<file path="config.mk">
export PLATFORM = sky130hd
export DESIGN_NAME = reg_file
export DESIGN_NICKNAME = d
export VERILOG_FILES = /design/src/source/bus_pkg.sv /design/src/source/isa_pkg.sv /design/src/source/reg_file.sv
export SDC_FILE = /design/constraint.sdc
export NUM_CORES = 1
export LEC_CHECK = 0
export BUFFER_PORTS_ARGS = -buffer_cell sky130_fd_sc_hd__buf_4
export CELL_PAD_IN_SITES_DETAIL_PLACEMENT = 1
export CELL_PAD_IN_SITES_GLOBAL_PLACEMENT = 1
export CORE_MARGIN = 1
export CORE_UTILIZATION = 44
export CTS_CLUSTER_DIAMETER = 60
export CTS_CLUSTER_SIZE = 14
export DETAILED_ROUTE_END_ITERATION = 8
export GPL_TIMING_DRIVEN = 1
export PLACE_DENSITY_LB_ADDON = 0.25
export SLEW_MARGIN = 30
export SYNTH_ARGS = -nofsm -noshare
export SYNTH_HDL_FRONTEND = slang
export SYNTH_SLANG_ARGS = --single-unit
</file>
<file path="constraint.sdc">
create_clock -name clock -period 2.7 [get_ports clock]
set_clock_uncertainty 0.1 [all_clocks]
set_input_delay 0.54 -clock clock [delete_from_list [all_inputs] [get_ports clock]]
set_output_delay 0.54 -clock clock [all_outputs]
set_load 0.02 [all_outputs]
</file>
<file path="src/source/bus_pkg.sv">
package bus_pkg;

    localparam int WORD_W    = 32;
    localparam int ADDR_W    = 8;
    localparam int MEM_DEPTH = 256;   // Words, program and data share it

    typedef logic [WORD_W-1:0] word_t;
    typedef logic [ADDR_W-1:0] addr_t;

    // Processor port request
    typedef struct packed {
        logic  valid;
        logic  write;
        addr_t addr;
        word_t wdata;
    } mem_req_t;

    // External load and peek port request
    typedef struct packed {
        logic  valid;
        logic  write;
        addr_t addr;
        word_t wdata;
    } load_req_t;

endpackage

</file>
<file path="src/source/isa_pkg.sv">
package isa_pkg;

    import bus_pkg::*;

    localparam int REG_IDX_W = 3;
    localparam int NUM_REGS  = 8;
    localparam int OPCODE_W  = 4;
    localparam int IMM_W     = 16;

    typedef logic [REG_IDX_W-1:0] reg_idx_t;

    typedef enum logic [OPCODE_W-1:0] {
        NOP,
        ADD,
        SUB,
        AND,
        OR,
        XOR,
        LDI,     // rd = zero-extended imm
        CMPEQ,   // flag[rd] = ra == rb
        CMPLT,   // flag[rd] = ra < rb, unsigned
        LOAD,    // rd = mem[imm]
        STORE,   // mem[imm] = ra
        JMP,
        BRF,     // Branch to imm when flag[ra] is set
        HALT
    } opcode_e;

    // Instruction word, opcode in the top nibble
    typedef struct packed {
        opcode_e          opcode;
        reg_idx_t         rd;
        reg_idx_t         ra;
        reg_idx_t         rb;
        logic [2:0]       unused;
        logic [IMM_W-1:0] imm;
    } instr_t;

    typedef struct packed {
        word_t result;
        logic  flag;
        logic  branch_taken;
    } alu_out_t;

endpackage

</file>
<file path="src/source/reg_file.sv">
`timescale 1ns/10ps

module reg_file import bus_pkg::*, isa_pkg::*;
(
    input  logic     clock,
    input  logic     rst_n,
    input  reg_idx_t ra_idx,
    input  reg_idx_t rb_idx,
    input  reg_idx_t wd_idx,
    input  logic     reg_we,
    input  logic     flag_we,
    input  word_t    reg_wdata,
    input  logic     flag_wdata,
    output word_t    ra_data,
    output word_t    rb_data,
    output logic     ra_flag,
    output logic     rb_flag
);

    word_t               regs [NUM_REGS];
    logic [NUM_REGS-1:0] flags;

    always_ff @(posedge clock or negedge rst_n)
    begin
        if (!rst_n)
        begin
            for (int i = 0; i < NUM_REGS; i++)
                regs[i] <= '0;
        end
        else if (reg_we)
        begin
            regs[wd_idx] <= reg_wdata;
        end
    end

    // Flags are written independently of the word registers
    always_ff @(posedge clock or negedge rst_n)
    begin
        if (!rst_n)
        begin
            flags <= '0;
        end
        else if (flag_we)
        begin
            flags[wd_idx] <= flag_wdata;
        end
    end

    assign ra_data = regs[ra_idx];    // Combinational read ports
    assign rb_data = regs[rb_idx];
    assign ra_flag = flags[ra_idx];
    assign rb_flag = flags[rb_idx];

endmodule

</file>
==> impl_metrics.csv, run 1 <==
group,metric,value,unit
route,drc,7,
route,antenna_left,0,
place,place_congestion,0.738,
grt,grt-ovfl-total,0,
critical_path,crit_chain,"buf_4, buf_12, mux4_2, mux2_2, buf_4",
pwr,powerDensity,793,nW/um2
clock_network,clk_path_buf_depth,3,
die,ios,112,
route,viasPerCell,6.01,
timing,fin_crit_sh,98.4,%
yosys,synth.cell_area,13900,um2
critical_path,crit_top_cell,"buf_4",
clock_network,insertion_delay,0.56,ns
pwr,vdd_drop_max,0.531,mV
pwr,clockPowerShare,32.6,%
outcome,violations,"DRC",
clock_network,cts_num_sinks,264,
timing,fmax,376,MHz
finish,num_antenna_cells,0,
critical_path,reg2reg_from,"regs[65]$_DFFE_PN0P_",
finish,fin_util,53.6,%
timing,slew-limit-headroom,59.4,%
finish,area_delta_synth_final,18.7,%
grt,grt_max_degree,52,
pwr,internal_power,9.29,mW
place,hpwl,22.1,mm
critical_path,crit_arrival,2.02,ns
critical_path,cp-end-kind,"output pin",
timing,setup_viol,0,
critical_path,path_max_fanout,21,
grt,antenna_found_initial,0,
route,wirelength,34.6,mm
timing,finalHoldViolCount,0,
min_path,worstHoldPathType,"in2reg",
timing,layout_setup_ws,0.0419,ns
pwr,comb_power_share,25.6,%
critical_path,r2r_slack,1.75,ns
yosys,ys_warn_count,0,
yosys,syn_inst,809,
critical_path,cp.required,2.06,ns
clock_network,cts.clk_slew.worst_paths,0.07,ns
clock_network,cts-root-buf,"clkbuf_16",
clock_network,cts-resized-gates,0,
place,place_ws,0.0435,ns
die,fp.dieH,180,um
yosys,synth-seq-area-share,47.5,%
route,vias,8094,
finish,final_common_cell,"dfrtp_1",
min_path,whs_path_depth,2,
die,core-area,30800,um2
pwr,leakage,6.90,nW
yosys,avgSynthCellArea,17.2,um2
outcome,status,"finished, violations left",
timing,rsz0062_at_grt,"yes",
die,fp.dieW,180,um
critical_path,timing.rr.end,"regs[65]$_DFFE_PN0P_",
finish,mostFrequentLayoutCells,"dfrtp_1, mux2_1, mux4_2",
critical_path,cp_slowest_cell,"mux4_2",
grt,grt_pass1_vias,9105,
timing,worst_pin_slew,0.607,ns
pwr,p_sw,3.80,mW
clock_network,cts_tree,"yes",
finish,drive_gt1_share,48.4,%
yosys,syn-num-nets,855,
route,avgRoutedWirePerCell,25.7,um
timing,period_minus_slack,2.66,ns
pwr,p_sw_share,29.0,%
critical_path,crit_path_start_kind,"primary input",
die,start_util,45.1,%
die,core.rowCount,64,
clock_network,cts_buffers,30,
critical_path,slowest_delay,0.55,ns
finish,fin_nets,975,
critical_path,crit_type,"in2out",
yosys,yosys_register_bits,264,
timing,setup_tns,0,ns
min_path,hold_start,"reg_wdata[8]",
clock_network,cts_max_level,1,
die,design.die.area,32300,um2
pwr,p_seq_share,41.8,%
grt,grt_use_total,22.5,%
min_path,hold_path_end,"regs[136]$_DFFE_PN0P_",
route,drtPass1Iterations,6,
timing,slew_violations,0,
critical_path,r2r_cells,1,
route,first_iter_violations,498,
place,port-buffer-count,111,
run,drv_cap,0,
yosys,ys_types,16,
grt,grt_pass1_wl,56.1,mm
stage by stage:
| stage | hold WS (ns) | area [um2] | power [mW] | instances |
|---|---|---|---|---|
| after floorplan | 0.144 | 13900 | 7.63 | 809 |
| after global placement | 0.352 | 15500 | 8.75 | 1292 |
| final | 0.160 | 16500 | 13.1 | 1347 |
| after CTS | 0.140 | 16500 | 13.2 | 1347 |
| after global routing | 0.149 | 16500 | 13.7 | 1347 |
| after detailed placement | 0.361 | 15500 | 8.91 | 1292 |
synthesized netlist by cell type:
| master | number | area, um2 |
|---|---|---|
| dfrtp_1 | 264 | 6610 |
| mux2_1 | 214 | 2410 |
| mux4_2 | 132 | 2970 |
| mux2_2 | 116 | 1310 |
| buf_2 | 29 | 145 |
| clkbuf_1 | 14 | 52.6 |
| buf_4 | 12 | 90.1 |
| buf_6 | 10 | 113 |
| and4bb_1 | 3 | 37.5 |
| nand4b_1 | 3 | 26.3 |
| nand4b_4 | 3 | 71.3 |
| nor4bb_1 | 3 | 30.0 |
| buf_1 | 2 | 7.51 |
| nand4_1 | 2 | 12.5 |
| nor4b_1 | 1 | 8.76 |
| nor4b_4 | 1 | 23.8 |
sequential cells by signal (all words and copies together) (netlist names):
register	count
flags	8
regs	256
final cells by class:
cell class / count / area [um2]
clock inverter: 18 / 213
clock buffer: 36 / 815
fill: 2776 / 14300
multi-input combinational: 478 / 6910
tap: 396 / 495
sequential: 264 / 6610
timing repair buffer: 155 / 1470
power by group through the flow:
stage | Sequential [mW] | Clock [mW] | Combinational (mW)
after global placement | 5.44 | 0 | 3.31
after floorplan | 5.28 | 0 | 2.35
after detailed placement | 5.52 | 0 | 3.39
final | 5.47 | 4.27 | 3.36
after CTS | 5.46 | 4.36 | 3.42
after global routing | 5.60 | 4.51 | 3.60
worst max-delay path by stage:
stage | from | endpoint | slack (ns)
after detailed placement | ra_idx[0] | ra_data[29] | 0.04
after global placement | rb_idx[0] | rb_data[2] | 0.06
after CTS | ra_idx[0] | ra_data[29] | 0.02
after global routing | ra_idx[0] | ra_data[29] | -0.007
after floorplan | ra_idx[2] | ra_data[0] | 0.36
final | ra_idx[0] | ra_data[29] | 0.04
worst max-delay path, delay by kind of cell:
| kind | cells | cell delay, ns |
|---|---|---|
| mux | 2 | 0.85 |
| buf+inv | 3 | 0.60 |
metal layers:
metal	vias to the layer above	global-route usage (%)	part of all wire (%)
met1	4458	31.5	44
li1	3435	-	-
met4	0	4.10	1.6
met2	154	38.1	50
met3	47	2.98	3.9
met5	-	0	0
cell families after synthesis:
kind of cell,synth area share [%]
DFF,47.5
muxes,48.1
and+or+nand+nor,1.51
buffers and inverters,2.93
timing repair:
| action | 4_1_cts | 5_1_grt |
|---|---|---|
| hold buffers | 1 | 0 |
| buffers inserted | 0 | 0 |
| endpoints found under the hold margin | 34 | 0 |
| endpoints found under the setup margin | 0 | 2 |
No activity file was read; power rests on OpenSTA's default activity.
==> inputs of run 2 (changes only) <==
Settings changed: RECOVER_POWER set to 50.
==> run 2 against run 1 <==
  * The flow still finishes with violations (DRC)
  * Setup slack gained 0.014 ns
  * Sequential share of layout area increased by 0.28 points
  * Critical path depth is the same
  * Final cell count unchanged
==> impl_metrics.csv, run 2 (same netlist as run 1, synthesis figures left out) <==
group,metric,value,unit
place,port-buffer-count,111,
pwr,clockPowerShare,32.6,%
clock_network,insertion_delay,0.56,ns
route,avgRoutedWirePerCell,25.7,um
die,ios,112,
critical_path,crit_arrival,2.00,ns
timing,slew-limit-headroom,10.9,%
place,place_congestion,0.738,
critical_path,crit_path_start_kind,"primary input",
place,hpwl,22.1,mm
clock_network,cts_num_sinks,264,
finish,design_area,16400,um2
die,fp.dieW,180,um
critical_path,path_max_fanout,21,
timing,setup_viol,0,
clock_network,cts-root-buf,"clkbuf_16",
finish,area_delta_synth_final,17.9,%
finish,fin_util,53.2,%
outcome,violations,"DRC",
grt,grt_max_degree,52,
clock_network,cts_tree,"yes",
finish,final_common_cell,"dfrtp_1",
finish,top_register,"regs",
pwr,comb_power_share,25.5,%
route,drtPass1Iterations,6,
route,vias,8041,
pwr,powerDensity,796,nW/um2
pwr,p_sw_share,29.0,%
critical_path,cp.required,2.06,ns
min_path,worstHoldPathType,"in2reg",
finish,top_regs,"regs: 256 flops, flags: 8 flops",
route,drc,7,
route,antenna_left,0,
clock_network,cts-resized-gates,0,
timing,worst_pin_slew,1.32,ns
route,first_iter_violations,468,
run,drv_cap,0,
die,core.rowCount,64,
clock_network,cts_buffers,30,
timing,finalHoldViolCount,0,
clock_network,clk_path_buf_depth,3,
route,viasPerCell,5.97,
timing,slew_violations,0,
finish,fin_nets,975,
timing,fin_crit_sh,97.9,%
pwr,internal_power,9.27,mW
timing,rsz0062_at_grt,"yes",
timing,fmax,378,MHz
finish,mostFrequentLayoutCells,"dfrtp_1, mux2_1, mux4_2",
die,core-area,30800,um2
finish,largest_reg_flops,256,
die,design.die.area,32300,um2
route,wirelength,34.6,mm
timing,period_minus_slack,2.64,ns
clock_network,cts_max_level,1,
grt,antenna_found_initial,0,
grt,grt_use_total,22.5,%
die,start_util,45.1,%
place,place_area,15500,um2
grt,grt-ovfl-total,0,
pwr,leakage,6.84,nW
pwr,p_seq_share,41.9,%
critical_path,cp-end-kind,"output pin",
pwr,p_sw,3.79,mW
clock_network,cts.clk_slew.worst_paths,0.07,ns
pwr,vdd_drop_max,0.532,mV
finish,num_antenna_cells,0,
outcome,status,"finished, violations left",
pwr,total_power,13.1,mW
grt,grt_pass1_wl,56.1,mm
finish,drive_gt1_share,47.6,%
die,fp.dieH,180,um
critical_path,crit_type,"in2out",
grt,grt_pass1_vias,9105,
run 2: critical path, cell delays in order:
cell	delay [ns]
buf_4	0.20
buf_12	0.24
mux4_2	0.55
mux2_2	0.30
buf_4	0.16
run 2: layout make-up:
type,count,area [um2]
clock buffers,36,815
clock inverters,18,213
fillers,2785,14400
well taps,396,495
repair buffers,155,1400
multi-input cells,478,6880
flip-flops and latches,264,6610
run 2: final timing paths:
check                                 startpoint                     to  slack [ns]  depth (start not counted)
max                                    ra_idx[0]            ra_data[29]        0.06                          5
min                                 reg_wdata[8]  regs[136]$_DFFE_PN0P_        0.16                          2
max reg2reg                 regs[65]$_DFFE_PN0P_   regs[65]$_DFFE_PN0P_        1.75                          1
min reg2reg                regs[111]$_DFFE_PN0P_  regs[111]$_DFFE_PN0P_        0.40                          1
max in group asynchronous                  rst_n  regs[108]$_DFFE_PN0P_        0.48                          3
min in group asynchronous                  rst_n  regs[150]$_DFFE_PN0P_        0.62                          2
run 2: repair_timing:
action,4_1_cts,5_1_grt
hold endpoints to repair,34,0
endpoints found under the setup margin,0,2
buffers inserted,0,0
hold buffers,1,0
run 2: metal layers:
layer	GRT usage [%]	up-vias	wire length, um
li1	-	3439	-
met5	0	-	0
met1	31.5	4390	15000
met2	38.1	168	17400
met4	4.10	0	536
met3	2.98	44	1690
run 2: stage by stage:
| stage | setup TNS (ns) | hold WS (ns) | instances | setup WS, ns |
|---|---|---|---|---|
| after detailed placement | 0 | 0.361 | 1292 | 0.0435 |
| after floorplan | 0 | 0.144 | 809 | 0.362 |
| after global placement | 0 | 0.352 | 1292 | 0.0563 |
| final | 0 | 0.159 | 1347 | 0.0562 |
| after CTS | 0 | 0.140 | 1347 | 0.0211 |
| after global routing | -0.00912 | 0.149 | 1347 | -0.00745 |
run 2: power by group through the flow:
stage / sequential [mW] / clock [mW] / combinational, mW
final: 5.47 / 4.26 / 3.33
after global routing: 5.60 / 4.51 / 3.58
after CTS: 5.46 / 4.36 / 3.42
after detailed placement: 5.52 / 0 / 3.39
after global placement: 5.44 / 0 / 3.31
after floorplan: 5.28 / 0 / 2.35
