[src/source/bus_pkg.sv]
package bus_pkg;

    localparam int WORD_W    = 32;
    localparam int ADDR_W    = 8;
    localparam int MEM_DEPTH = 256;   // Words, program and data share it

    typedef logic [WORD_W-1:0] word_t;
    typedef logic [ADDR_W-1:0] addr_t;

    // Processor port request
    typedef struct packed {
        logic  valid;
        logic  write;
        addr_t addr;
        word_t wdata;
    } mem_req_t;

    // External load and peek port request
    typedef struct packed {
        logic  valid;
        logic  write;
        addr_t addr;
        word_t wdata;
    } load_req_t;

endpackage

[src/source/isa_pkg.sv]
package isa_pkg;

    import bus_pkg::*;

    localparam int REG_IDX_W = 3;
    localparam int NUM_REGS  = 8;
    localparam int OPCODE_W  = 4;
    localparam int IMM_W     = 16;

    typedef logic [REG_IDX_W-1:0] reg_idx_t;

    typedef enum logic [OPCODE_W-1:0] {
        NOP,
        ADD,
        SUB,
        AND,
        OR,
        XOR,
        LDI,     // rd = zero-extended imm
        CMPEQ,   // flag[rd] = ra == rb
        CMPLT,   // flag[rd] = ra < rb, unsigned
        LOAD,    // rd = mem[imm]
        STORE,   // mem[imm] = ra
        JMP,
        BRF,     // Branch to imm when flag[ra] is set
        HALT
    } opcode_e;

    // Instruction word, opcode in the top nibble
    typedef struct packed {
        opcode_e          opcode;
        reg_idx_t         rd;
        reg_idx_t         ra;
        reg_idx_t         rb;
        logic [2:0]       unused;
        logic [IMM_W-1:0] imm;
    } instr_t;

    typedef struct packed {
        word_t result;
        logic  flag;
        logic  branch_taken;
    } alu_out_t;

endpackage

[src/source/alu.sv]
`timescale 1ns/10ps

module alu import bus_pkg::*, isa_pkg::*;
(
    input  instr_t   instr,
    input  word_t    ra_data,
    input  word_t    rb_data,
    input  logic     ra_flag,
    output alu_out_t result
);

    always_comb
    begin
        result = '0;
        case (instr.opcode)
            ADD:
            begin
                result.result = ra_data + rb_data;
            end
            SUB:
            begin
                result.result = ra_data - rb_data;   // Wraps modulo 2^32
            end
            AND:
            begin
                result.result = ra_data & rb_data;
            end
            OR:
            begin
                result.result = ra_data | rb_data;
            end
            XOR:
            begin
                result.result = ra_data ^ rb_data;
            end
            LDI:
            begin
                result.result = word_t'(instr.imm);   // Zero extend
            end
            CMPEQ:
            begin
                result.flag = (ra_data == rb_data);
            end
            CMPLT:
            begin
                result.flag = (ra_data < rb_data);    // Unsigned
            end
            BRF:
            begin
                result.branch_taken = ra_flag;
            end
            default:
            begin
                result = '0;
            end
        endcase
    end

endmodule

[config.mk]
export PLATFORM = sky130hd
export DESIGN_NAME = alu
export DESIGN_NICKNAME = d
export VERILOG_FILES = /design/src/source/bus_pkg.sv /design/src/source/isa_pkg.sv /design/src/source/alu.sv
export SDC_FILE = /design/constraint.sdc
export NUM_CORES = 1
export LEC_CHECK = 0
export BUFFER_PORTS_ARGS = -buffer_cell sky130_fd_sc_hd__clkbuf_2
export CAP_MARGIN = 25
export CORE_MARGIN = 3
export CORE_UTILIZATION = 57
export DETAILED_ROUTE_END_ITERATION = 16
export PLACE_DENSITY_LB_ADDON = 0.1
export SETUP_SLACK_MARGIN = 0.1
export SLEW_MARGIN = 40
export SYNTH_ARGS = -nofsm -noshare
export SYNTH_HDL_FRONTEND = slang
export SYNTH_SLANG_ARGS = --single-unit
[constraint.sdc]
create_clock -name vclk -period 4.9
set_input_delay 0.98 -clock vclk [all_inputs]
set_output_delay 0.98 -clock vclk [all_outputs]
set_load 0.05 [all_outputs]
==> metrics, run 1 <==
first-pass GRT wire length=34700 um; number of nets in the synthesized netlist=1067; Synth warnings=0; Die ar.=11200 sq um; Final #Nets=1191; standby leakage power=3.37 nW; critical path's slowest cell=ha_1; number of clock buffers in the layout=0; startpoint of the most critical hold path=ra_flag; family with the most delay on the worst path=compound AO/OA/AOI/OAI gates; maximum number of pins on one net before global-route repair=24; area of the mapped netlist=5680 sq um; status=completed; Total Neg Setup Slack=0 ns; most common library cell in the layout ignoring fill and taps=clkbuf_2; count of final setup violators=0; die outline height=106 um; effective utilization at floorplan=60.0%; Setup Crit Path Kind=in2out; synthesized netlist cell count=863; Stages on worst setup path=14; data required time at the worst endpoint=3.92 ns; Data arrival, critical path=3.81 ns; Port Buffers=119; number of antenna-violating nets in the routed design=0; number of flip-flops and latches=0; width of the die=106 um; clock power share=0%; worst-case headroom to the max-slew limit=61.3%; final weighted congestion in routability-driven placement=1.01; vias in the first global route=7130; minimum clock period=4.79 ns; final routed wirelength across all metal layers=22300 um; final hold viol count=0; worst hold slack across all endpoints=2.35 ns; switching share of power=64.7%; area of all placed cells without fillers=6910 sq um; count of pins over their slew limit=0; gr ovfl total=0; total iterations of the first detailed-routing run=6; synthesis-to-finish area growth=21.7%; count of maximum capacitance violations=0; DP Wirelength=17100 um; power density over cell area=133 nW/um^2; switching power summed over all nets=0.596 mW; slew at the pin with the worst max-slew slack=0.580 ns; synthesized area divided by synthesized cell count=6.58 sq um; Avg WL per Cell=20.0 um; Max Fanout on Critical Path=4; leading cell types in the layout, fill and taps excluded=109 x clkbuf_2, 98 x nor2_1, 94 x ha_1, 90 x inv_1, 67 x a21oi_1; internal cell power=0.325 mW; # rows=35; Global Route Usage Sum=36.5%; Via density=6.85; worst-case setup slack after placement=-0.0132 ns; crit path launch type=input pin; setup ws final=0.106 ns; number of design rule violations left after detail routing=0; Iter 0 DRT Violations=809; delay contributed by the slowest stage of the critical path=0.36 ns; diodes inserted=0; sequential fraction of the synthesis area=0%; IR Drop Worst-Case VDD=0.000104 V; number of unique standard cell types used by synthesis=85; cells along the critical path=clkbuf_2 -> inv_1 -> ha_1 -> buf_4 -> nor2_1 -> o311a_1 -> o221ai_1 -> nor3b_1 -> buf_4 -> o31a_1 -> o21a_1 -> o221a_2 -> o221ai_1 -> buf_4; type of the worst min-delay path=in2out; proportion of layout cells with a drive suffix above 1=24.7%; buffers plus inverters on the worst setup path=5; setup repair after global routing missed its margin=true; endpoint type of the worst setup path=output port; num ports=131; relative contribution of sequential cells to total power=0%; Max Clk Rate=209 MHz; Comb pwr share=100.0%; detailed-route via count=7626; standard cell core area=9460 sq um; launch point of the worst path=ra_data[1]; Placed Instance Area=6590 sq um; Hold Path Stages=4; final period utilization=97.8%; power after layout=0.921 mW; number of antenna violations at the first check in global routing=0; cell repeated most along the worst path=buf_4; footprint of the flip-flops and latches=0 sq um
[timing repair]
| action | 4_1_cts | 5_1_grt |
|---|---|---|
| gates cloned | 0 | 0 |
| gates resized for setup | 5 | 59 |
| endpoints found under the setup margin | 6 | 16 |
| buffers inserted | 0 | 9 |
| hold buffers | 0 | 0 |
| pin swaps | 2 | 17 |
[final timing paths]
kind | to | slack (ns)
worst min-delay path | result[0] | 2.35
worst max-delay path | result[19] | 0.11
[per-layer routing]
layer  GRT usage (%)  share of wire [%]
met1            47.5                 39
met2            62.6                 46
met3            2.45                 10
met4            14.2                4.3
met5               0                  0
[cells by family after synthesis]
group | synth area share [%]
AOI/OAI and AO/OA | 40.8
and+or+nand+nor | 24.4
buffers and inverters | 10.0
adders and majority gates | 23.8
muxes | 0.903
[power by group through the flow]
stage / Clock [mW] / Sequential (mW) / Combinational [mW]
3_3_place_gp: 0 / 0 / 0.818
3_5_place_dp: 0 / 0 / 0.840
6_report: 0 / 0 / 0.921
4_1_cts: 0 / 0 / 0.849
5_1_grt: 0 / 0 / 0.983
2_1_floorplan: 0 / 0 / 0.590
[Yosys cell counts, drive strengths merged, types with 9 or more instances]
| library cell | count | area, sq um |
|---|---|---|
| o221ai | 9 | 78.8 |
| ha | 105 | 1310 |
| a211oi | 12 | 90.1 |
| a21o | 20 | 150 |
| o21a | 9 | 67.6 |
| nand3 | 15 | 75.1 |
| buf | 17 | 92.6 |
| nor2b | 14 | 87.6 |
| a22oi | 12 | 90.1 |
| clkbuf | 35 | 131 |
| o211ai | 14 | 105 |
| a21oi | 74 | 393 |
| nor3 | 29 | 145 |
| o21ai | 59 | 295 |
| nor2 | 102 | 383 |
| o21bai | 12 | 90.1 |
| a221oi | 21 | 184 |
| nor4 | 9 | 56.3 |
| inv | 91 | 342 |
| nand2 | 53 | 201 |
[worst min-delay path: stages]
cell and delay, ns:
clkbuf_2 0.08, nand2_1 0.05, nor2_1 0.04, clkbuf_2 0.22
[through the flow]
stage,util (%),instances
3_3_place_gp,69.6,1105
6_report,73.0,1114
2_1_floorplan,-,863
3_5_place_dp,69.6,1105
5_1_grt,73.0,1114
4_1_cts,69.9,1105
[cell type report]
cell class                      count  area (sq um)
Fill cell                         791          2550
Multi-Input combinational cell    719          5370
Tap cell                          129           161
Timing Repair Buffer              174          1030
Inverter                           92           345
Note: power is estimated with default switching activity, not from simulation.
==> inputs of run 2 (changes only) <==
Settings changed: CORE_UTILIZATION 57 to 53.
Clock period 4.9 ns to 4.2 ns, I/O delays scaled along.
==> run 2 against run 1 <==
Net effect: the run now fails in 5_1_grt; synthesized cell count unchanged; synthesized area unchanged.
==> metrics, run 2 <==
status=did not finish; width of the die=110 um (+3.5%); area of the mapped netlist=5680 sq um (unchanged); DP Wirelength=19700 um (+15%); dominant combinational cell family by area after synthesis=compound AO/OA/AOI/OAI gates; number of nets in the synthesized netlist=1067 (unchanged); final weighted congestion in routability-driven placement=1.04 (+2.3%); mux share of post-synthesis cell area=0.903% (unchanged); Fail Step=5_1_grt; Global Route Usage Sum=74.5%; largest cells by area after synthesis=ha_1 23%, nor2_1 6.7%, a21oi_1 6.2%; synthesized area divided by synthesized cell count=6.58 sq um (unchanged); Synth warnings=0 (unchanged); Post-CTS Hold Fix Bufs=0 (unchanged); synthesized netlist cell count=863 (unchanged); cell accounting for the most synthesized area=ha_1; top cell types by occurrence after synthesis=105 x ha_1, 102 x nor2_1, 91 x inv_1, 70 x a21oi_1, 57 x o21ai_0; most repeated cell in the gate-level netlist after synthesis=ha_1; num ports=131 (unchanged); fraction of the mapped netlist area in compound gates=40.8% (unchanged); # rows=37 (+5.7%); adder-cell share of the synthesized area=23.8% (unchanged); number of unique standard cell types used by synthesis=85 (unchanged); Port Buffers=119 (unchanged); sequential fraction of the synthesis area=0% (unchanged); Placed Instance Area=8000 sq um (+21%); Cell Count Post-Placement=1272 (+15%); maximum number of pins on one net before global-route repair=26; gr ovfl total=28; endpoint with the least setup slack after the last repair=result[30]; share of the synthesized netlist area taken by xor and xnor gates=0% (unchanged); share of synthesized cell area in and, or, nand and nor gates=24.4% (unchanged); effective utilization at floorplan=54.8% (-5.3 points); die outline height=110 um (+3.5%); error that stopped the run=[ERROR GRT-0232] Routing congestion too high. Check the congestion heatmap in the GUI.; share of the synthesized area in the top cell type=23.1% (unchanged); pin category terminating the worst setup path after the last repair=output port
## run 2: cell counts after synthesis
Identical to the previous run, type by type.
## run 2: what timing repair did
| action | 4_1_cts |
|---|---|
| gates resized for setup | 139 |
| pin swaps | 49 |
| setup endpoints to repair | 21 |
| buffers inserted | 15 |
## run 2: cell families after synthesis
family / count (synthesis)
muxes: 5
buffers and inverters: 144
and+or+nand+nor: 283
adders and majority gates: 107
AOI/OAI and AO/OA: 324
## run 2: stage by stage
| step | TNS [ns] | hold WS, ns | util [%] | worst slack (ns) |
|---|---|---|---|---|
| 4_1_cts | -0.988 | 2.10 | 85.0 | -0.293 |
| 3_5_place_dp | -4.89 | 2.10 | 77.2 | -0.387 |
| 3_3_place_gp | -2.77 | 2.06 | 77.2 | -0.269 |
| 2_1_floorplan | -0.110 | 1.91 | - | -0.110 |
## run 2: layer usage
layer,GRT overflow,GRT usage [%]
met5,0,22.8
met4,16,79.8
met3,0,58.7
met2,12,91.9
met1,0,72.0
==> inputs of run 3 (changes only) <==
Settings changed: CORE_UTILIZATION 53 to 40, PLACE_DENSITY_LB_ADDON 0.1 to 0.15, SETUP_SLACK_MARGIN 0.1 to default.
Clock period 4.2 ns to 5.5 ns, I/O delays scaled along.
==> run 3 against run 2 <==
Net effect: the run now ends clean.
==> metrics, run 3 (synthesized netlist as in run 1, its figures left out) <==
number of design rule violations left after detail routing=0; synthesis-to-finish area growth=15.0%; Global Route Usage Sum=24.4%; final weighted congestion in routability-driven placement=0.943 (-9.2%); standby leakage power=3.23 nW; setup repair after global routing missed its margin=false; total iterations of the first detailed-routing run=5; minimum clock period=5.21 ns; final period utilization=94.7%; DP Wirelength=16400 um (-17%); Total Neg Setup Slack=0 ns; die outline height=125 um (+14%); Post-CTS Hold Fix Bufs=0 (unchanged); status=completed; crit path launch type=input pin; Avg WL per Cell=17.7 um; most common library cell in the layout ignoring fill and taps=clkbuf_2; number of clock buffers in the layout=0; post_cts resized=0 (-100%); detailed-route via count=6833; multi-input gate area in the final layout=5120 sq um; standard cell core area=13600 sq um; buffers inserted during post-CTS setup optimization=0 (-15); Iter 0 DRT Violations=638; Max Fanout on Critical Path=4; power density over cell area=113 nW/um^2; area of all placed cells without fillers=6530 sq um; Placed Instance Area=6530 sq um (-18%); Final #Nets=1169; maximum number of pins on one net before global-route repair=26; count of final setup violators=0; number of antenna-violating nets in the routed design=0; IR Drop Worst-Case VDD=0.0000544 V; number of flip-flops and latches=0; effective utilization at floorplan=41.9% (-13 points); count of pins over their slew limit=0; num ports=131 (unchanged); number of antenna violations at the first check in global routing=0; Port Buffers=119 (unchanged); vias in the first global route=6580; cell repeated most along the worst path=clkbuf_2; delay contributed by the slowest stage of the critical path=0.43 ns; number of filler instances in the final layout=1486; type of the worst min-delay path=in2out; first-pass GRT wire length=32900 um; cells along the critical path=clkbuf_2 -> ha_1 -> inv_1 -> fa_1 -> nor2b_1 -> o21ai_1 -> a31o_1 -> a311oi_2 -> a31o_2 -> a21oi_1 -> o22a_1 -> o32ai_1 -> clkbuf_2; critical path's slowest cell=fa_1; final hold viol count=0; Die ar.=15700 sq um; footprint of the flip-flops and latches=0 sq um; proportion of layout cells with a drive suffix above 1=18.7%; gr ovfl total=0; Data arrival, critical path=4.11 ns; worst-case headroom to the max-slew limit=58.1%; slew at the pin with the worst max-slew slack=0.625 ns; leading cell types in the layout, fill and taps excluded=119 x clkbuf_2, 105 x ha_1, 100 x nor2_1, 91 x inv_1, 70 x a21oi_1; final routed wirelength across all metal layers=20200 um; width of the die=125 um (+14%); Max Clk Rate=192 MHz; data required time at the worst endpoint=4.40 ns; endpoint type of the worst setup path=output port; Via density=6.00; buffers plus inverters on the worst setup path=3; diodes inserted=0; Setup Crit Path Kind=in2out; family with the most delay on the worst path=compound AO/OA/AOI/OAI gates; count of maximum capacitance violations=0; # rows=42 (+14%)
[run 3: final timing paths]
path,start,end,slack [ns],cells past startpoint
min,ra_flag,result[0],2.59,4
max,rb_data[0],result[32],0.29,13
[run 3: stage by stage]
stage	setup WS [ns]	utilization, %	hold WS [ns]	cells	power [mW]
CTS	0.298	48.2	2.59	1139	0.731
global route	0.0763	48.2	2.62	1139	0.809
finish	0.290	48.2	2.59	1139	0.740
detailed placement	0.302	48.2	2.59	1139	0.727
floorplan	0.179	-	2.43	863	0.522
global placement	0.280	48.1	2.58	1139	0.727
[run 3: power by group]
| part | internal, mW | total [mW] | switching (mW) |
|---|---|---|---|
| clock | 0 | 0 | 0 |
| sequential | 0 | 0 | 0 |
| combinational | 0.249 | 0.740 | 0.491 |
| total | 0.249 | 0.740 | 0.491 |
[run 3: final cells by class]
class / count / share of cell area, %
inverters: 92 / 5.29
multi-input cells: 719 / 78.4
well taps: 176 / 3.37
repair buffers: 152 / 12.9
[run 3: routing by layer]
layer / vias up / global-route usage, % / wire [um]
met1: 3114 / 33.7 / 9160
met3: 33 / 3.92 / 1610
met4: 0 / 4.59 / 360
met2: 308 / 40.5 / 9030
met5: - / 0 / 0
li1: 3378 / - / -
[run 3: tightest hold or removal path, stage by stage]
cell	delay (ns)
clkbuf_2	0.08
nand2_1	0.05
nor2_1	0.03
clkbuf_2	0.22
