**src/source/bus_pkg.sv**
```systemverilog
package bus_pkg;

    localparam int WORD_W    = 32;
    localparam int ADDR_W    = 8;
    localparam int MEM_DEPTH = 256;   // Words, program and data share it

    typedef logic [WORD_W-1:0] word_t;
    typedef logic [ADDR_W-1:0] addr_t;

    // Processor port request
    typedef struct packed {
        logic  valid;
        logic  write;
        addr_t addr;
        word_t wdata;
    } mem_req_t;

    // External load and peek port request
    typedef struct packed {
        logic  valid;
        logic  write;
        addr_t addr;
        word_t wdata;
    } load_req_t;

endpackage

```
**src/source/isa_pkg.sv**
```systemverilog
package isa_pkg;

    import bus_pkg::*;

    localparam int REG_IDX_W = 3;
    localparam int NUM_REGS  = 8;
    localparam int OPCODE_W  = 4;
    localparam int IMM_W     = 16;

    typedef logic [REG_IDX_W-1:0] reg_idx_t;

    typedef enum logic [OPCODE_W-1:0] {
        NOP,
        ADD,
        SUB,
        AND,
        OR,
        XOR,
        LDI,     // rd = zero-extended imm
        CMPEQ,   // flag[rd] = ra == rb
        CMPLT,   // flag[rd] = ra < rb, unsigned
        LOAD,    // rd = mem[imm]
        STORE,   // mem[imm] = ra
        JMP,
        BRF,     // Branch to imm when flag[ra] is set
        HALT
    } opcode_e;

    // Instruction word, opcode in the top nibble
    typedef struct packed {
        opcode_e          opcode;
        reg_idx_t         rd;
        reg_idx_t         ra;
        reg_idx_t         rb;
        logic [2:0]       unused;
        logic [IMM_W-1:0] imm;
    } instr_t;

    typedef struct packed {
        word_t result;
        logic  flag;
        logic  branch_taken;
    } alu_out_t;

endpackage

```
**src/source/cpu_control.sv**
```systemverilog
`timescale 1ns/10ps

module cpu_control import bus_pkg::*, isa_pkg::*;
(
    input  logic     clock,
    input  logic     rst_n,
    input  word_t    mem_rdata,
    input  alu_out_t alu_res,
    input  word_t    ra_data,
    output mem_req_t mem_req,
    output instr_t   instr,
    output reg_idx_t ra_idx,
    output reg_idx_t rb_idx,
    output reg_idx_t wd_idx,
    output logic     reg_we,
    output logic     flag_we,
    output word_t    reg_wdata,
    output logic     flag_wdata,
    output logic     halted
);

    typedef enum logic [2:0] {FETCH, DECODE, EXECUTE, MEM_WAIT, HALTED} ctrl_state_e;

    ctrl_state_e state;
    ctrl_state_e state_nxt;
    addr_t       pc;
    addr_t       pc_nxt;
    addr_t       pc_inc;
    addr_t       imm_addr;
    instr_t      ir;

    assign pc_inc   = pc + addr_t'(1);
    assign imm_addr = ir.imm[ADDR_W-1:0];   // Word address from the low imm bits

    always_ff @(posedge clock or negedge rst_n)
    begin
        if (!rst_n)
        begin
            state <= FETCH;
            pc    <= '0;
            ir    <= '0;
        end
        else
        begin
            state <= state_nxt;
            pc    <= pc_nxt;
            if (state == DECODE)
                ir <= instr_t'(mem_rdata);   // Fetched word arrives here
        end
    end

    always_comb
    begin
        state_nxt = state;
        pc_nxt    = pc;
        mem_req   = '0;
        reg_we    = 1'b0;
        flag_we   = 1'b0;
        case (state)
            FETCH:
            begin
                mem_req.valid = 1'b1;
                mem_req.addr  = pc;
                state_nxt     = DECODE;
            end
            DECODE:
            begin
                state_nxt = EXECUTE;
            end
            EXECUTE:
            begin
                state_nxt = FETCH;
                case (ir.opcode)
                    ADD, SUB, AND, OR, XOR, LDI:
                    begin
                        reg_we = 1'b1;
                        pc_nxt = pc_inc;
                    end
                    CMPEQ, CMPLT:
                    begin
                        flag_we = 1'b1;
                        pc_nxt  = pc_inc;
                    end
                    STORE:
                    begin
                        mem_req = '{valid: 1'b1, write: 1'b1, addr: imm_addr, wdata: ra_data};
                        pc_nxt  = pc_inc;
                    end
                    LOAD:
                    begin
                        mem_req.valid = 1'b1;
                        mem_req.addr  = imm_addr;
                        pc_nxt        = pc_inc;
                        state_nxt     = MEM_WAIT;   // Data returns next cycle
                    end
                    JMP:
                    begin
                        pc_nxt = imm_addr;
                    end
                    BRF:
                    begin
                        pc_nxt = alu_res.branch_taken ? imm_addr : pc_inc;
                    end
                    HALT:
                    begin
                        state_nxt = HALTED;   // pc stays on the HALT
                    end
                    default:
                    begin
                        pc_nxt = pc_inc;
                    end
                endcase
            end
            MEM_WAIT:
            begin
                reg_we    = 1'b1;
                state_nxt = FETCH;
            end
            HALTED:
            begin
                state_nxt = HALTED;   // Only reset leaves
            end
            default:
            begin
                state_nxt = FETCH;
            end
        endcase
    end

    assign instr      = ir;
    assign ra_idx     = ir.ra;
    assign rb_idx     = ir.rb;
    assign wd_idx     = ir.rd;
    assign reg_wdata  = (state == MEM_WAIT) ? mem_rdata : alu_res.result;
    assign flag_wdata = alu_res.flag;
    assign halted     = (state == HALTED);

endmodule

```
**config.mk**
```make
export PLATFORM = sky130hd
export DESIGN_NAME = cpu_control
export DESIGN_NICKNAME = d
export VERILOG_FILES = /design/src/source/bus_pkg.sv /design/src/source/isa_pkg.sv /design/src/source/cpu_control.sv
export SDC_FILE = /design/constraint.sdc
export NUM_CORES = 1
export LEC_CHECK = 0
export BUFFER_PORTS_ARGS = -buffer_cell sky130_fd_sc_hd__buf_2
export CAP_MARGIN = 15
export CORE_AREA = 2 2 84 86
export CTS_CLUSTER_DIAMETER = 150
export DETAILED_ROUTE_END_ITERATION = 10
export DIE_AREA = 0 0 86 88
export HOLD_SLACK_MARGIN = 0.03
export PLACE_DENSITY_LB_ADDON = 0.08
export SYNTH_ARGS = -nofsm -noshare
export SYNTH_HDL_FRONTEND = slang
export SYNTH_SLANG_ARGS = --single-unit
```
**constraint.sdc**
```tcl
create_clock -name clock -period 5 [get_ports clock]
set_clock_uncertainty 0.1 [all_clocks]
set_input_delay 1.5 -clock clock [delete_from_list [all_inputs] [get_ports clock]]
set_output_delay 1.5 -clock clock [all_outputs]
set_load 0.02 [all_outputs]
```
==> results of run 1 <==
[worst paths after layout]
kind / from / to / slack (ps) / depth (start not counted)
max: state[1]$_DFF_PN0_ / reg_wdata[5] / 930 / 5
min: instr[10]$_DFFE_PN0N_ / instr[10]$_DFFE_PN0N_ / 410 / 1
max reg2reg: instr[30]$_DFFE_PN0N_ / pc[4]$_DFFE_PN0P_ / 2770 / 4
min reg2reg: instr[10]$_DFFE_PN0N_ / instr[10]$_DFFE_PN0N_ / 410 / 1
max in group asynchronous: rst_n / instr[28]$_DFFE_PN0N_ / 2950 / 1
min in group asynchronous: rst_n / instr[2]$_DFFE_PN0N_ / 1240 / 1
[cell type report]
class	count	area (µm²)	share of cell area
clock inverters	1	8.76	0.00223
clock buffers	7	86.3	0.0220
flip-flops and latches	43	1080	0.274
repair buffers	218	1100	0.280
multi-input cells	188	1540	0.392
well taps	80	100	0.0255
inverters	4	15.0	0.00383
[stage by stage]
step	setup slack [ps]	utilization	instance area (µm²)
final	928	0.590	3920
after global routing	724	0.590	3920
after CTS	858	0.590	3920
after detailed placement	1210	0.576	3820
after global placement	1250	0.576	3820
after floorplan	1590	-	2800
[routing by layer]
metal	wire length (µm)	up-vias	part of all wire	global-route usage
met5	0	-	0	0
met4	68	0	0.0091	0.0433
met3	551	5	0.074	0.0320
met2	3720	119	0.50	0.324
met1	3130	1216	0.42	0.233
li1	-	1302	-	-
[state kept, by name (all words and copies together) (netlist names)]
signal / cells
pc: 8
ra_idx: 3
wd_idx: 3
state: 3
rb_idx: 3
instr: 23
[cell usage after synthesis, types with 2 or more instances]
cell       instances  share of area
nor2_1            10          0.013
mux2i_1            7          0.025
buf_6              4          0.016
nor2b_1            6          0.013
buf_1              3         0.0040
and2b_1            2         0.0054
nor3b_2            2         0.0089
clkbuf_1           5         0.0067
dfrtp_1           43           0.38
nand3_1            4         0.0072
nor3_1             2         0.0036
buf_4             10          0.027
inv_1              4         0.0054
nand2_1            8          0.011
o21ai_0            5         0.0089
a2bb2oi_1          5          0.016
and3_1             3         0.0067
mux2_2            63           0.25
a21oi_1           14          0.025
buf_2              5         0.0089
a22oi_1            2         0.0054
and2_1            32          0.072
o21a_1             2         0.0054
[logic make-up after synthesis]
group           after synthesis  synth area share
fa+ha+maj                     1           0.00447
xor+xnor                      1           0.00313
mux                          70             0.279
buf+inv                      31            0.0680
compound gates               31            0.0675
simple gates                 85             0.194
flops                        43             0.385
[power by group]
part           total [mW]  switching [mW]  internal (mW)
clock               0.234           0.121          0.113
combinational        1.42           0.799          0.621
sequential          0.722           0.197          0.524
total                2.38            1.12           1.26
==> results by group, run 1 <==
Drt
  • Via count of the routed design: 2642
  • Aggregate routed wire length: 7470 µm
  • Starting DRC count in detailed routing: 127
  • Number of remaining DRC errors: 0
  • Via/cell ratio: 4.88
  • Antenna viol nets, final: 0
  • Number of detailed-routing iterations run before antenna repair: 4
  • DR WL/cell: 13.8 µm

Die
  • Core area: 0.00664 mm²
  • Die Height: 88 µm
  • Die boundary width: 86 µm
  • Total Die Area: 0.00757 mm²
  • Starting density of the core: 0.421
  • Number of top-level pins: 219
  • Total number of placement rows: 30

Clock network
  • Clock Root Buffer: clkbuf_8
  • Number of CTS-inserted buffers: 5
  • Buffer depth of the longest clock path: 2
  • CTS tree: yes
  • Total of cells resized after clock tree synthesis: 0
  • Post-CTS Repair Setup Buffers: 0
  • CTS H-Tree Depth: 2
  • Clock latency on the worst-skew pair: 300 ps
  • Clock-pin slew of the registers on the worst-case setup and hold paths: 80 ps
  • Clock Sink Count: 43
  • Hold_buf cts: 0

Timing
  • Unrepaired setup endpoints after global routing: false
  • Max transition margin: 0.288
  • Max Slew Vio Count: 0
  • Slew at the pin with the worst max-slew slack: 1060 ps
  • Worst hold slack across all endpoints: 408 ps
  • Final hold violations: 0
  • Final worst-path cycle share: 0.814
  • Final setup violation count: 0
  • Sum of negative setup slack: 0 ps
  • Minimum clock period: 4070 ps
  • Max frequency: 246 MHz

Critical path
  • Largest stage delay on the critical path: 570 ps
  • Arrival time of data at the critical path endpoint: 2470 ps
  • Maximum fanout along the worst path: 19
  • Critical Path Start Type: flop
  • Critical path required time: 3400 ps
  • WP buf/inv: 2
  • Crit path capture type: output port
  • Critical path class: reg -> out
  • Cell type of the slowest stage on the worst timing path: dfrtp_1
  • Family of cells with the greatest summed delay on the critical path: simple AND/OR/NAND/NOR gates
  • Sequence of cells on the critical path: nor2b_1 -> nand2_1 -> buf_4 -> mux2_2 -> buf_2

GRT
  • Initial antenna violation count: 0
  • Overall fraction of global-route tracks in use: 0.183
  • Maximum number of pins on one net before global-route repair: 44
  • Grt ovf: 0
  • Via count of the first global-routing pass: 2249
  • Global-route wire length before repair: 11100 µm

Outcome
  • Run status: completed

Yosys
  • Post-synthesis instance total: 262
  • Number of synthesis warnings: 0
  • Summed instance area of the synthesized netlist: 0.00280 mm²
  • Share of flip-flops with an asynchronous set or reset after synthesis: 1.00
  • Synth Register Bits: 43
  • Number of enable flip-flop cells after synthesis: 0
  • Average cell area after synthesis: 10.7 µm²
  • Sequential fraction of the synthesis area: 0.385
  • Library cells used by synthesis: 44
  • Syn Nets: 363
  • Most instantiated flip-flop cell in the synthesis netlist: dfrtp_1

Placed design
  • Total placed cells including tap cells: 533
  • Final weighted congestion in routability-driven placement: 0.823
  • Detailed placement HPWL: 5740 µm
  • Number of buffer cells added on primary ports: 216

Finish
  • Number of nets at the end of the flow: 561
  • Fraction of layout instances using a drive strength above 1: 0.640
  • Area Overhead vs Synth: 40.1%
  • Top library cells by usage in the layout, fill and taps aside: buf_2, mux2_2, dfrtp_1
  • # diodes: 0
  • Non-filler cells in the finished layout: 541
  • Most frequent standard cell in the layout excluding fill and tap cells: buf_2
  • FILL cells: 620

Pwr
  • Final Total Pwr: 2.38 mW
  • VDD IR max: 0.286 mV
  • Static leakage: 2.10 nW
  • PwrDens: 606 mW/mm²

Worst hold path
  • Hold WC Path Type: reg -> reg

Job
  • Max cap viols: 0
No activity file was read; power rests on OpenSTA's default activity.
==> inputs of run 2 (changes only) <==
CORE_AREA = not set   (was 2 2 84 86)
CORE_MARGIN = 1   (was not set)
CORE_UTILIZATION = 40   (was not set)
DIE_AREA = not set   (was 0 0 86 88)
clock period = 3.8 ns   (was 5 ns; I/O delays follow)
==> results by group, run 2 (synthesis gave the netlist of run 1 again) <==
Pwr
  • Static leakage: 2.12 nW
  • PwrDens: 811 mW/mm²
  • VDD IR max: 0.454 mV

Drt
  • DR WL/cell: 13.5 µm
  • Via/cell ratio: 4.98
  • Antenna viol nets, final: 0
  • Number of remaining DRC errors: 0
  • Starting DRC count in detailed routing: 52
  • Via count of the routed design: 2704
  • Aggregate routed wire length: 7340 µm
  • Number of detailed-routing iterations run before antenna repair: 6

Timing
  • Minimum clock period: 3480 ps
  • Slew at the pin with the worst max-slew slack: 1050 ps
  • Final setup violation count: 0
  • Final hold violations: 0
  • Max Slew Vio Count: 0
  • Max transition margin: 0.297
  • Max frequency: 287 MHz
  • Unrepaired setup endpoints after global routing: false
  • Final worst-path cycle share: 0.915
  • Sum of negative setup slack: 0 ps

Clock network
  • Total of cells resized after clock tree synthesis: 0
  • CTS H-Tree Depth: 2
  • Buffer depth of the longest clock path: 2
  • Clock Sink Count: 43
  • Post-CTS Repair Setup Buffers: 0
  • Clock latency on the worst-skew pair: 300 ps
  • Clock-pin slew of the registers on the worst-case setup and hold paths: 80 ps
  • Number of CTS-inserted buffers: 5
  • CTS tree: yes
  • Clock Root Buffer: clkbuf_8
  • Hold_buf cts: 0

Placed design
  • Total placed cells including tap cells: 535
  • Number of buffer cells added on primary ports: 216
  • Detailed placement HPWL: 5730 µm
  • Final weighted congestion in routability-driven placement: 0.783

GRT
  • Grt ovf: 0
  • Initial antenna violation count: 0
  • Via count of the first global-routing pass: 2344
  • Overall fraction of global-route tracks in use: 0.198
  • Global-route wire length before repair: 11500 µm
  • Maximum number of pins on one net before global-route repair: 44

Job
  • Max cap viols: 0

Critical path
  • Total stage count of the critical path: 5
  • Critical path class: reg -> out
  • Cell type of the slowest stage on the worst timing path: or3b_1
  • WP buf/inv: 1
  • Critical path required time: 2560 ps
  • Capturing point of the worst reg2reg path: pc[4]$_DFFE_PN0P_
  • R2r startpoint: instr[30]$_DFFE_PN0N_
  • Arrival time of data at the critical path endpoint: 2240 ps
  • Crit path capture type: output port
  • Family of cells with the greatest summed delay on the critical path: simple AND/OR/NAND/NOR gates
  • Count of cells along the worst register-to-register path: 4
  • Largest stage delay on the critical path: 520 ps
  • Critical Path Start Type: flop
  • Worst setup path startpoint: state[2]$_DFF_PN0_
  • Register-to-register setup slack: 1580 ps
  • Maximum fanout along the worst path: 33
  • Sequence of cells on the critical path: or3b_1 -> nor3b_2 -> and3b_4 -> and2_1 -> buf_2
  • Capturing instance or port of the critical path: mem_req[23]

Outcome
  • Run status: completed

Finish
  • Flip-flop count of the largest register, all copies and words added: 23
  • Fraction of layout instances using a drive strength above 1: 0.644
  • Total area of sequential cells: 0.00108 mm²
  • FILL cells: 627
  • Top library cells by usage in the layout, fill and taps aside: buf_2, mux2_2, dfrtp_1
  • Most frequent standard cell in the layout excluding fill and tap cells: buf_2
  • # diodes: 0
  • Non-filler cells in the finished layout: 543
  • Area Overhead vs Synth: 41.6%
  • Number of nets at the end of the flow: 563
  • Multi-input combinational cell area: 0.00154 mm²

Die
  • Starting density of the core: 0.414
  • Number of top-level pins: 219
  • Total Die Area: 0.00733 mm²
  • Die Height: 85.6 µm
  • Core area: 0.00676 mm²
  • Total number of placement rows: 30
  • Die boundary width: 85.6 µm

Worst hold path
  • Hold WC Path Type: reg -> reg
[run 2: changes by cell type in the layout (fill, tap and decap cells not counted), sizes merged]
| cell | change |
|---|---|
| buf | +2 |
| bufinv | +1 |
| inv | +1 |
| clkbuf | -1 |
| clkinv | -1 |
[run 2: how the worst min path moves through the flow]
stage	from	endpoint	slack, ps	cells after the start
6_report	instr[10]$_DFFE_PN0N_	instr[10]$_DFFE_PN0N_	410	1
4_1_cts	instr[11]$_DFFE_PN0N_	instr[11]$_DFFE_PN0N_	410	1
2_1_floorplan	state[0]$_DFF_PN0_	state[2]$_DFF_PN0_	380	1
3_3_place_gp	instr[14]$_DFFE_PN0N_	instr[14]$_DFFE_PN0N_	390	1
3_5_place_dp	instr[11]$_DFFE_PN0N_	instr[11]$_DFFE_PN0N_	390	1
5_1_grt	instr[11]$_DFFE_PN0N_	instr[11]$_DFFE_PN0N_	430	1
[run 2: area by class of cell]
| cell class | count | area share |
|---|---|---|
| inverters | 4 | 0.00379 |
| well taps | 80 | 0.0253 |
| flip-flops and latches | 43 | 0.272 |
| clock buffers | 6 | 0.0208 |
| multi-input cells | 188 | 0.388 |
| repair buffers | 220 | 0.280 |
| clock inverters | 2 | 0.00979 |
[run 2: metal layers]
metal	vias to the layer above	routed length [µm]	global-route usage
met5	-	0	0
met4	0	109	0.0530
met3	9	534	0.0423
met2	129	3820	0.358
met1	1259	2880	0.237
li1	1307	-	-
[run 2: where the power goes]
part	total [mW]	switching (mW)	internal, mW
sequential	0.933	0.243	0.690
clock	0.383	0.166	0.216
combinational	1.90	1.07	0.827
[run 2: stage by stage]
step	hold WS (ps)	setup WS, ps	util	total power [mW]	area (µm²)
final	408	321	0.586	3.21	3960
after global routing	426	155	0.586	3.43	3960
after CTS	412	303	0.586	3.25	3960
after detailed placement	391	635	0.568	2.86	3840
after global placement	386	694	0.568	2.83	3840
after floorplan	382	824	-	2.32	2800
==> inputs of run 3 (changes only) <==
ABC_AREA = 1   (was not set)
CORE_ASPECT_RATIO = 1.5   (was not set)
CORE_UTILIZATION = 42   (was 40)
==> results by group, run 3 <==
Outcome
  • Run status: completed

Timing
  • Minimum clock period: 3250 ps
  • Final setup violation count: 0
  • Unrepaired setup endpoints after global routing: false
  • Max transition margin: 0.346
  • Slew at the pin with the worst max-slew slack: 981 ps
  • Post-route worst setup slack: 550 ps
  • Max Slew Vio Count: 0
  • Sum of negative setup slack: 0 ps
  • Worst hold slack across all endpoints: 383 ps
  • Final worst-path cycle share: 0.855
  • Max frequency: 308 MHz
  • Final hold violations: 0

Critical path
  • Critical path class: reg -> out
  • Maximum fanout along the worst path: 36
  • Arrival time of data at the critical path endpoint: 2010 ps
  • Worst setup path startpoint: state[2]$_DFF_PN0_
  • Critical Path Start Type: flop
  • R2r startpoint: state[1]$_DFF_PN0_
  • Capturing instance or port of the critical path: reg_wdata[12]
  • Register-to-register setup slack: 2120 ps
  • Crit path capture type: output port
  • Count of cells along the worst register-to-register path: 5
  • Capturing point of the worst reg2reg path: instr[4]$_DFFE_PN0N_
  • Critical path required time: 2560 ps

Pwr
  • Final Total Pwr: 3.15 mW
  • Static leakage: 2.65 nW
  • PwrDens: 734 mW/mm²
  • VDD IR max: 0.378 mV

Drt
  • Starting DRC count in detailed routing: 126
  • Number of detailed-routing iterations run before antenna repair: 4
  • Via count of the routed design: 3246
  • Aggregate routed wire length: 8040 µm
  • Number of remaining DRC errors: 0
  • Antenna viol nets, final: 0
  • Via/cell ratio: 4.46
  • DR WL/cell: 11.0 µm

Finish
  • Final design area excluding fillers: 0.00429 mm²
  • Flip-flop count of the largest register, all copies and words added: 23
  • FILL cells: 678
  • End-of-flow core utilization: 0.598
  • Most frequent standard cell in the layout excluding fill and tap cells: buf_2
  • Number of nets at the end of the flow: 728
  • Top library cells by usage in the layout, fill and taps aside: buf_2, nand2_1, inv_1
  • # diodes: 0
  • Non-filler cells in the finished layout: 728
  • Fraction of layout instances using a drive strength above 1: 0.443
  • Area Overhead vs Synth: 38.3%

Yosys
  • Area leader, netlist: dfrtp_1
  • Average cell area after synthesis: 7.24 µm²
  • Synth Register Bits: 43
  • Post-synthesis instance total: 429
  • Dominant cell by count in the synthesized netlist: nand2_1
  • Sequential fraction of the synthesis area: 0.346
  • Library cells used by synthesis: 26
  • Post-synth top area share: 0.346
  • Number of enable flip-flop cells after synthesis: 0
  • Cell types with the largest area share after synthesis: dfrtp_1, nor2_4, nand2_1
  • Share of flip-flops with an asynchronous set or reset after synthesis: 1.00
  • Number of synthesis warnings: 0
  • Most instantiated flip-flop cell in the synthesis netlist: dfrtp_1
  • Most instantiated cells after synthesis: nand2_1, inv_1, o21ai_0
  • Syn Nets: 530
  • Summed instance area of the synthesized netlist: 0.00311 mm²

Clock network
  • Buffer depth of the longest clock path: 2
  • CTS H-Tree Depth: 2
  • Hold_buf cts: 0
  • Clock-pin slew of the registers on the worst-case setup and hold paths: 80 ps
  • Post-CTS Repair Setup Buffers: 0
  • Clock Sink Count: 43
  • Number of CTS-inserted buffers: 5
  • Clock latency on the worst-skew pair: 290 ps
  • Clock Root Buffer: clkbuf_8
  • CTS tree: yes
  • Total of cells resized after clock tree synthesis: 0

Placed design
  • Area after DPL: 0.00412 mm²
  • Number of buffer cells added on primary ports: 216
  • Detailed placement HPWL: 6330 µm
  • Total placed cells including tap cells: 718
  • Final weighted congestion in routability-driven placement: 0.809
  • Minimum setup slack after placement: 540 ps

Worst hold path
  • Launch point of the worst hold path: instr[13]$_DFFE_PN0N_
  • Hold WC Path Type: reg -> reg

GRT
  • Overall fraction of global-route tracks in use: 0.209
  • Global-route wire length before repair: 12900 µm
  • Met3 GRT Util: 0.0309
  • Initial antenna violation count: 0
  • Fraction of met1 tracks used by global routing: 0.216
  • Most crowded layer after global routing: met2
  • Maximum number of pins on one net before global-route repair: 66
  • Via count of the first global-routing pass: 2986
  • Grt ovf: 0
  • Grt met2 use: 0.413

Die
  • Number of top-level pins: 219
  • Starting density of the core: 0.433
  • Die boundary width: 72.2 µm
  • Total Die Area: 0.00775 mm²
  • Die Height: 107 µm
  • Core area: 0.00718 mm²
  • Total number of placement rows: 38

Job
  • Max cap viols: 0
-- run 3: kinds of logic after synthesis --
kind of cell / synth area share
AOI/OAI and AO/OA: 0.149
xor gates and xnor gates: 0.00846
adders and majority gates: 0.00403
buffers and inverters: 0.178
DFF: 0.346
and+or+nand+nor: 0.313
-- run 3: power breakdown --
part | internal, mW | switching (mW)
combinational | 0.632 | 1.26
clock | 0.213 | 0.154
sequential | 0.676 | 0.216
-- run 3: worst min path at each step --
| stage | end | slack, ps | cells after the start |
|---|---|---|---|
| floorplan | pc[7]$_DFFE_PN0P_ | 390 | 2 |
| global placement | instr[12]$_DFFE_PN0N_ | 360 | 2 |
| detailed placement | instr[13]$_DFFE_PN0N_ | 370 | 2 |
| CTS | instr[13]$_DFFE_PN0N_ | 390 | 2 |
| global route | instr[12]$_DFFE_PN0N_ | 410 | 2 |
| finish | instr[13]$_DFFE_PN0N_ | 380 | 2 |
-- run 3: critical path: stages, from the launching register on --
cell,delay [ps]
dfrtp_1,390
inv_1,130
nand3_2,450
buf_16,360
o21ai_0,180
buf_2,200
-- run 3: cell type report --
class                           count  area [µm²]  area share
Multi-Input combinational cell    266        1490       0.346
Timing Repair Buffer              218        1140       0.265
Sequential cell                    43        1080       0.251
Inverter                           93         354      0.0825
Tap cell                          100         125      0.0291
Clock buffer                        6        82.6      0.0192
Clock inverter                      2        35.0     0.00816
-- run 3: metal layers --
layer / part of all wire / vias up
met1: 0.39 / 1408
met4: 0.016 / 0
met3: 0.063 / 8
met5: 0 / -
met2: 0.53 / 146
li1: - / 1684
